<file path="src/design/varlat_mem_pkg.sv">
/* Variable-latency scratchpad
   shared constants */

package varlat_mem_pkg;

  ////////////////////////////////////////////////////////////////////////////
  // data and address widths
  ////////////////////////////////////////////////////////////////////////////

  // one data word
  localparam int unsigned DataWidth     = 16;
  // word address inside one bank, 16 words
  localparam int unsigned WordAddrWidth = 4;

  // packed request is {we, word, wdata}
  localparam int unsigned ReqWidth      = 1 + WordAddrWidth + DataWidth;
  localparam int unsigned ReqWdataLsb   = 0;
  localparam int unsigned ReqWordLsb    = ReqWdataLsb + DataWidth;
  localparam int unsigned ReqWeBit      = ReqWordLsb + WordAddrWidth;

  ////////////////////////////////////////////////////////////////////////////
  // latency
  ////////////////////////////////////////////////////////////////////////////

  // low word bits that stretch the access
  localparam int unsigned LatExtraWidth = 2;
  // down counter width, covers base plus extra
  localparam int unsigned LatCntWidth   = 5;

endpackage

</file>
<file path="src/design/addr_dec_resp_mux_varlat.sv">
/* Bank decoder and response mux */

module addr_dec_resp_mux_varlat #(
  parameter int unsigned NumOut        = 4,
  parameter int unsigned ReqDataWidth  = 21,
  parameter int unsigned RespDataWidth = 16
) (
  input  logic                                 clk_i,
  input  logic                                 rst_ni,
  // master side
  input  logic                                 req_i,
  input  logic [(NumOut > 1 ? $clog2(NumOut) : 1)-1:0] add_i,
  input  logic [ReqDataWidth-1:0]              data_i,
  output logic                                 gnt_o,
  output logic                                 vld_o,
  output logic [RespDataWidth-1:0]             rdata_o,
  // bank side
  output logic [NumOut-1:0]                    req_o,
  output logic [NumOut-1:0][ReqDataWidth-1:0]  data_o,
  input  logic [NumOut-1:0]                    gnt_i,
  input  logic [NumOut-1:0]                    vld_i,
  input  logic [NumOut-1:0][RespDataWidth-1:0] rdata_i
);

  localparam int unsigned SelWidth = NumOut > 1 ? $clog2(NumOut) : 1;

  // one transaction outstanding
  logic inflight_d, inflight_q;

  // same payload to every bank
  assign data_o = {NumOut{data_i}};

  // any bank grant is the master grant
  assign gnt_o = |gnt_i;

  ////////////////////////////////////////////////////////////////////////////
  // single bank
  ////////////////////////////////////////////////////////////////////////////
  if (NumOut == 1) begin : gen_one_output

    // nothing to select
    assign rdata_o = rdata_i[0];
    assign vld_o   = vld_i[0] & inflight_q;

    always_comb begin : p_req_gate
      inflight_d = inflight_q;
      req_o      = '0;
      // pass through when idle or in the response cycle
      if (!inflight_q || vld_o) begin
        req_o[0]   = req_i;
        inflight_d = req_i & gnt_o;
      end
    end

  ////////////////////////////////////////////////////////////////////////////
  // several banks
  ////////////////////////////////////////////////////////////////////////////
  end else begin : gen_several_outputs

    // bank of the outstanding transaction
    logic [SelWidth-1:0] bank_sel_q;

    assign rdata_o = rdata_i[bank_sel_q];
    assign vld_o   = vld_i[bank_sel_q] & inflight_q;

    always_comb begin : p_addr_dec
      inflight_d = inflight_q;
      req_o      = '0;
      // gated while waiting, reopened when the response shows up
      if (!inflight_q || vld_o) begin
        req_o[add_i] = req_i;
        inflight_d   = req_i & gnt_o;
      end
    end

    // remember where the response comes from
    always_ff @(posedge clk_i or negedge rst_ni) begin : p_bank_sel
      if (!rst_ni) begin
        bank_sel_q <= '0;
      end else if (req_i && gnt_o) begin
        bank_sel_q <= add_i;
      end
    end

  end

  // in-flight flag, set on acceptance, cleared by the response
  always_ff @(posedge clk_i or negedge rst_ni) begin : p_inflight
    if (!rst_ni) begin
      inflight_q <= 1'b0;
    end else begin
      inflight_q <= inflight_d;
    end
  end

endmodule

</file>
<file path="src/design/bank_ctrl_fsm.sv">
/* Bank control FSM */

module bank_ctrl_fsm #(
  parameter int unsigned BaseLatency = 1
) (
  input  logic clk_i,
  input  logic rst_ni,
  // request from the decoder
  input  logic req_i,
  // end of the access latency
  input  logic timer_done_i,
  output logic gnt_o,
  // storage strobe, same cycle as the grant
  output logic access_o,
  output logic timer_start_o,
  // response strobe
  output logic vld_o
);

  ////////////////////////////////////////////////////////////////////////////
  // elaboration checks
  ////////////////////////////////////////////////////////////////////////////

  // RESP needs at least one WAIT cycle before it
  if (BaseLatency < 1) begin : gen_bad_base
    $error("bank base latency must be at least one cycle");
  end

  // extra latency comes out of the word address
  if (varlat_mem_pkg::LatExtraWidth > varlat_mem_pkg::WordAddrWidth) begin : gen_bad_extra
    $error("latency extra bits exceed the word address width");
  end

  ////////////////////////////////////////////////////////////////////////////
  // state machine
  ////////////////////////////////////////////////////////////////////////////

  typedef enum logic [1:0] {
    Idle = 2'd0,
    Wait = 2'd1,
    Resp = 2'd2
  } state_e;

  state_e state_d, state_q;

  // accept only when free
  assign gnt_o         = req_i && (state_q == Idle);
  assign access_o      = gnt_o;
  assign timer_start_o = gnt_o;
  // one cycle strobe
  assign vld_o         = (state_q == Resp);

  always_comb begin : p_next_state
    state_d = state_q;
    case (state_q)
      Idle: begin
        if (gnt_o) begin
          state_d = Wait;
        end
      end
      Wait: begin
        // timer counts the remaining latency
        if (timer_done_i) begin
          state_d = Resp;
        end
      end
      Resp: begin
        // back to idle, a new grant comes next cycle
        state_d = Idle;
      end
      default: begin
        state_d = Idle;
      end
    endcase
  end

  always_ff @(posedge clk_i or negedge rst_ni) begin : p_state
    if (!rst_ni) begin
      state_q <= Idle;
    end else begin
      state_q <= state_d;
    end
  end

endmodule

</file>
<file path="src/design/bank_latency_timer.sv">
/* Bank latency timer */

module bank_latency_timer #(
  parameter int unsigned BaseLatency = 1
) (
  input  logic                                     clk_i,
  input  logic                                     rst_ni,
  input  logic                                     start_i,
  // low word address bits
  input  logic [varlat_mem_pkg::LatExtraWidth-1:0] extra_i,
  output logic                                     done_o
);

  localparam int unsigned CntWidth   = varlat_mem_pkg::LatCntWidth;
  localparam int unsigned ExtraWidth = varlat_mem_pkg::LatExtraWidth;

  // worst case must fit the counter
  if (BaseLatency + 2 ** ExtraWidth - 1 >= 2 ** CntWidth) begin : gen_bad_width
    $error("latency counter too narrow for this bank");
  end

  localparam logic [CntWidth-1:0] BaseCnt = CntWidth'(BaseLatency);

  logic [CntWidth-1:0] cnt_q;
  logic [CntWidth-1:0] load_cnt;

  // total latency of this access
  assign load_cnt = BaseCnt + {{(CntWidth - ExtraWidth){1'b0}}, extra_i};

  // last waiting cycle
  assign done_o = (cnt_q == CntWidth'(1));

  // load on start, then count down to zero and rest there
  always_ff @(posedge clk_i or negedge rst_ni) begin : p_cnt
    if (!rst_ni) begin
      cnt_q <= '0;
    end else if (start_i) begin
      cnt_q <= load_cnt;
    end else if (cnt_q != '0) begin
      cnt_q <= cnt_q - CntWidth'(1);
    end
  end

endmodule

</file>
<file path="src/design/bank_storage.sv">
/* Bank storage array */

module bank_storage (
  input  logic                                clk_i,
  input  logic                                rst_ni,
  // one cycle access strobe
  input  logic                                access_i,
  // packed {we, word, wdata}
  input  logic [varlat_mem_pkg::ReqWidth-1:0] req_data_i,
  output logic [varlat_mem_pkg::DataWidth-1:0] rdata_o
);

  localparam int unsigned DataWidth = varlat_mem_pkg::DataWidth;
  localparam int unsigned AddrWidth = varlat_mem_pkg::WordAddrWidth;
  localparam int unsigned NumWords  = 2 ** AddrWidth;

  logic                 we;
  logic [AddrWidth-1:0] word;
  logic [DataWidth-1:0] wdata;

  logic [DataWidth-1:0] mem_q [NumWords];
  logic [DataWidth-1:0] rdata_q;

  ////////////////////////////////////////////////////////////////////////////
  // request fields
  ////////////////////////////////////////////////////////////////////////////

  assign we    = req_data_i[varlat_mem_pkg::ReqWeBit];
  assign word  = req_data_i[varlat_mem_pkg::ReqWordLsb +: AddrWidth];
  assign wdata = req_data_i[varlat_mem_pkg::ReqWdataLsb +: DataWidth];

  ////////////////////////////////////////////////////////////////////////////
  // array and response
  ////////////////////////////////////////////////////////////////////////////

  // cleared on reset, written at the access edge
  always_ff @(posedge clk_i or negedge rst_ni) begin : p_mem
    if (!rst_ni) begin
      for (int i = 0; i < NumWords; i++) begin
        mem_q[i] <= '0;
      end
    end else if (access_i && we) begin
      mem_q[word] <= wdata;
    end
  end

  // write returns the new word, read the stored one
  always_ff @(posedge clk_i) begin : p_resp
    if (access_i) begin
      rdata_q <= we ? wdata : mem_q[word];
    end
  end

  // held until the next access
  assign rdata_o = rdata_q;

endmodule

</file>
<file path="src/design/varlat_mem_top.sv">
/* Multi-bank variable-latency scratchpad */

module varlat_mem_top #(
  parameter int unsigned NumBanks   = 4,
  parameter int unsigned MinLatency = 1
) (
  input  logic                                     clk_i,
  input  logic                                     rst_ni,
  // master request
  input  logic                                     req_i,
  input  logic [(NumBanks > 1 ? $clog2(NumBanks) : 1)-1:0] bank_i,
  input  logic                                     we_i,
  input  logic [varlat_mem_pkg::WordAddrWidth-1:0] word_i,
  input  logic [varlat_mem_pkg::DataWidth-1:0]     wdata_i,
  output logic                                     gnt_o,
  // master response
  output logic                                     vld_o,
  output logic [varlat_mem_pkg::DataWidth-1:0]     rdata_o
);

  localparam int unsigned ReqWidth  = varlat_mem_pkg::ReqWidth;
  localparam int unsigned DataWidth = varlat_mem_pkg::DataWidth;

  logic [ReqWidth-1:0]                req_data;
  logic [NumBanks-1:0]                bank_req;
  logic [NumBanks-1:0]                bank_gnt;
  logic [NumBanks-1:0]                bank_vld;
  logic [NumBanks-1:0][ReqWidth-1:0]  bank_data;
  logic [NumBanks-1:0][DataWidth-1:0] bank_rdata;

  // pack {we, word, wdata}
  assign req_data[varlat_mem_pkg::ReqWeBit] = we_i;
  assign req_data[varlat_mem_pkg::ReqWordLsb +: varlat_mem_pkg::WordAddrWidth] = word_i;
  assign req_data[varlat_mem_pkg::ReqWdataLsb +: DataWidth] = wdata_i;

  ////////////////////////////////////////////////////////////////////////////
  // decoder and response mux
  ////////////////////////////////////////////////////////////////////////////

  addr_dec_resp_mux_varlat #(
    .NumOut       (NumBanks),
    .ReqDataWidth (ReqWidth),
    .RespDataWidth(DataWidth)
  ) i_addr_dec_resp_mux (
    .clk_i  (clk_i),
    .rst_ni (rst_ni),
    .req_i  (req_i),
    .add_i  (bank_i),
    .data_i (req_data),
    .gnt_o  (gnt_o),
    .vld_o  (vld_o),
    .rdata_o(rdata_o),
    .req_o  (bank_req),
    .data_o (bank_data),
    .gnt_i  (bank_gnt),
    .vld_i  (bank_vld),
    .rdata_i(bank_rdata)
  );

  ////////////////////////////////////////////////////////////////////////////
  // bank slices
  ////////////////////////////////////////////////////////////////////////////

  for (genvar b = 0; b < NumBanks; b++) begin : gen_bank
    logic access;
    logic timer_start;
    logic timer_done;

    // later banks are slower by one cycle each
    bank_ctrl_fsm #(
      .BaseLatency(MinLatency + b)
    ) i_bank_ctrl_fsm (
      .clk_i        (clk_i),
      .rst_ni       (rst_ni),
      .req_i        (bank_req[b]),
      .timer_done_i (timer_done),
      .gnt_o        (bank_gnt[b]),
      .access_o     (access),
      .timer_start_o(timer_start),
      .vld_o        (bank_vld[b])
    );

    // extra delay from the low word bits
    bank_latency_timer #(
      .BaseLatency(MinLatency + b)
    ) i_bank_latency_timer (
      .clk_i  (clk_i),
      .rst_ni (rst_ni),
      .start_i(timer_start),
      .extra_i(bank_data[b][varlat_mem_pkg::ReqWordLsb +: varlat_mem_pkg::LatExtraWidth]),
      .done_o (timer_done)
    );

    bank_storage i_bank_storage (
      .clk_i     (clk_i),
      .rst_ni    (rst_ni),
      .access_i  (access),
      .req_data_i(bank_data[b]),
      .rdata_o   (bank_rdata[b])
    );
  end

endmodule

</file>
<file path="config.mk">
export PLATFORM = sky130hd
export DESIGN_NAME = varlat_mem_top
export DESIGN_NICKNAME = d
export VERILOG_FILES = /design/src/design/varlat_mem_pkg.sv /design/src/design/addr_dec_resp_mux_varlat.sv /design/src/design/bank_ctrl_fsm.sv /design/src/design/bank_latency_timer.sv /design/src/design/bank_storage.sv /design/src/design/varlat_mem_top.sv
export SDC_FILE = /design/constraint.sdc
export NUM_CORES = 2
export LEC_CHECK = 0
export BUFFER_PORTS_ARGS = -buffer_cell sky130_fd_sc_hd__buf_2
export CAP_MARGIN = 15
export CORE_AREA = 2 2 398 400
export CTS_CLUSTER_DIAMETER = 60
export DETAILED_ROUTE_END_ITERATION = 10
export DIE_AREA = 0 0 400 402
export HOLD_SLACK_MARGIN = 0.1
export PLACE_DENSITY = 0.52
export SLEW_MARGIN = 20
export SYNTH_ARGS = -nofsm -noshare
export SYNTH_HDL_FRONTEND = slang
export SYNTH_SLANG_ARGS = --single-unit
</file>
<file path="constraint.sdc">
create_clock -name clk_i -period 2.4 [get_ports clk_i]
set_input_delay 0.24 -clock clk_i [delete_from_list [all_inputs] [get_ports clk_i]]
set_output_delay 0.24 -clock clk_i [all_outputs]
set_load 0.005 [all_outputs]
</file>
==> results_dict.tcl <==
set metrics [dict create \
    initial_core_util 0.347 \
    crit_path_end_kind "flop" \
    viasPerCell 5.24 \
    rr_worst_depth 10 \
    track_usage 0.191 \
    cts_sinks 1119 \
    slew_headroom 0.348 \
    ant_nets 0 \
    dp_slack_ps -201 \
    synthCells 3158 \
    hp-class "in -> reg" \
    gp_congestion 0.842 \
    yosysWarnings 0 \
    total_power_w 0.0461 \
    path_common_cell "buf_6" \
    finalNonFillerCells 5673 \
    skew_ps 24.2 \
    yosysTopAreaCell "dfrtp_1" \
    route.detailed.drc 0 \
    min_path_cells 3 \
    h-tree-depth 4 \
    rsz0062_at_grt "true" \
    dp.cells 5332 \
    period_needed_ps 2920 \
    yosysSeqAreaShare 0.519 \
    grt_pass1_wl_um 226000 \
    nNetsFinal 3537 \
    crit_chain "or2b_1 -> mux4_4 -> buf_6 -> buf_12 -> buf_6 -> clkbuf_16 -> a211oi_4 -> buf_6 -> clkbuf_16 -> mux2_4" \
    gr-total-overflow 0 \
    clockRootBuffer "clkbuf_16" \
    min_period_over_period 1.22 \
    fmax_mhz 343 \
    slew_violations 0 \
    dpl.hpwl_um 94700 \
    die_h_um 402 \
    p_leak_nw 29.8 \
    finalHoldViolations 0 \
    synthFlopType "dfrtp_1" \
    critPathSlowestCell "mux4_4" \
    ir_worst_vdd_uv 690 \
    area_growth_pct 22.1 \
    io_buffers 43 \
    synthTopCellsByArea "dfrtp_1 48%, mux2_4 17%, mux4_2 11%" \
    cts_tree "yes" \
    worstPathArrival_ps 3550 \
    cts.clk_slew.worst_paths_ps 60 \
    ios 44 \
    layout-drive-gt1-share 0.576 \
    max_stage_delay_ps 650 \
    rows 146 \
    ys_ff_latch 1119 \
    tightest_slew_ps 978 \
    clock_latency_ps 770 \
    synth_edf_count 64 \
    avgRoutedWirePerCell_um 27.8 \
    synth_cell_types 48 \
    grt_start_max_net_pins 128 \
    die_x_um 400 \
    violations "setup timing" \
    first_pass_iters 7 \
    syn_area_per_cell_um2 17.3 \
    die_area_um2 161000 \
    crit_required_ps 3030 \
    cp.depth 10 \
    crit_path_max_fanout 8 \
    setup_viol 1123 \
    wirelength_um 158000 \
    crit_buf_inv 6 \
    hold-worst-slack_ps 142 \
    synthArstFlopShare 0.943 \
    netlist.area_leader.share 0.484 \
    fin_ws_ps -517 \
    powerDensity_nw_per_um2 692 \
    antenna_found_initial 12 \
    num_vias 29700 \
    critical_path_class "reg -> reg" \
    grt_pass1_vias 31300 \
    multi_input_area_um2 24800 \
    crit_family "buffers and inverters" \
    fillerInstances 14000 \
    synth_nets 3197 \
    startpoint_type "flop" \
    seq_area_um2 28300 \
    syn_area_um2 54600 \
    utilization 0.424 \
    cts_buffers 134 \
    outcome "finished with violations" \
    core_area_um2 157000 \
    drtIter0Drc 2392 \
    cts_buffer_depth 3 \
    drv_cap 0 \
]
power by group:
part           total (W)  internal, W  switching [W]
logic            0.00548      0.00249        0.00299
registers         0.0202       0.0197       0.000456
clock network     0.0204       0.0122        0.00820
synthesized netlist by cell type (3+ instances only):
cell type / count
mux4_2: 273
mux2_2: 395
nand2b_1: 3
o22ai_1: 65
nor3b_1: 5
nand3_1: 5
o21ai_0: 8
clkbuf_1: 175
nand2_1: 27
a21oi_2: 4
ha_1: 13
buf_4: 7
nor4b_1: 7
or2b_1: 3
buf_1: 17
mux2_4: 600
mux2i_1: 73
nor3_1: 6
inv_1: 19
a21oi_1: 5
nor2_1: 34
mux2_1: 34
a221oi_1: 64
dfrtp_1: 1055
nand2_2: 3
a211oi_4: 64
buf_6: 4
xnor2_1: 7
edfxtp_1: 64
buf_12: 66
nor2b_1: 3
buf_2: 28
kinds of logic after synthesis:
family | count (synthesis) | synth area share
AOI/OAI and AO/OA | 219 | 0.0444
xor gates and xnor gates | 8 | 0.00128
adders and majority gates | 13 | 0.00298
buffers and inverters | 318 | 0.0432
muxes | 1375 | 0.380
DFF | 1119 | 0.519
and+or+nand+nor | 106 | 0.00983
metal layers:
layer | track usage | vias to the layer above | wire, um
met1 | 0.279 | 16300 | 74000
met3 | 0.0337 | 192 | 7770
met5 | 0 | - | 9
li1 | - | 12600 | -
met4 | 0.0486 | 2 | 3310
met2 | 0.293 | 669 | 72700
path summary, 6_finish.rpt:
path	slack, ps	start	end
hold / removal	140	wdata_i[2]	gen_bank[3].i_bank_storage.rdata_o[2]
setup / recovery	-520	gen_bank[1].i_bank_ctrl_fsm.state_q[0]	gen_bank[0].i_bank_storage.mem_q[184]
max in group asynchronous	1050	rst_ni	gen_bank[2].i_bank_storage.mem_q[130]
hold reg to reg	480	gen_bank[0].i_bank_storage.mem_q[12]	gen_bank[0].i_bank_storage.mem_q[12]
min in group asynchronous	200	rst_ni	gen_bank[2].i_bank_storage.mem_q[54]
setup reg to reg	-520	gen_bank[1].i_bank_ctrl_fsm.state_q[0]	gen_bank[0].i_bank_storage.mem_q[184]
placed cells by master, fill, tap and decap left out, types with 27 or more instances in the layout:
cell type	n
clkbuf_16	174
a211oi_4	64
mux4_2	272
o22ai_1	65
buf_2	36
mux2_2	197
mux2_4	819
buf_12	138
nor2_1	32
clkbuf_8	28
buf_6	38
mux2i_1	73
clkbuf_1	32
dfrtp_1	1054
edfxtp_1	64
nand2_1	27
buf_4	230
a221oi_1	64
registers in the layout, indices dropped and copies added (netlist names):
signal	count
gen_bank.i_bank_ctrl_fsm.state_q	8
gen_bank.i_bank_latency_timer.cnt_q	20
gen_bank.i_bank_storage.mem_q	1024
gen_bank.i_bank_storage.rdata_o	64
i_addr_dec_resp_mux.gen_several_outputs.bank_sel_q	2
i_addr_dec_resp_mux.inflight_q	1
final cells by class:
cell class,count,area share
Clock buffer,201,0.0605
Tap cell,2072,0.0389
Inverter,20,0.00114
Antenna cell,2,0.0000751
Timing Repair Buffer,502,0.0968
Clock inverter,36,0.00555
Multi-Input combinational cell,1721,0.372
Sequential cell,1119,0.425
through the flow:
stage / cell area [um^2] / setup TNS, ps
floorplan: 54700 / -14080
global placement: 59500 / -148200
detailed placement: 59500 / -144720
CTS: 64600 / -379910
global route: 66700 / -415260
finish: 66700 / -385670
tightest hold or removal path: stages:
cell and delay (ps):
buf_2 130, nor2_1 180, a221oi_1 150
repair_timing:
action	in CTS	in global routing
gates resized for setup	28	267
pin swaps	6	20
endpoints found under the hold margin	1066	0
setup buffers	10	37
hold buffers	10	0
gates cloned	12	33
setup endpoints to repair	1079	1106
(Power assumes the default switching activity.)
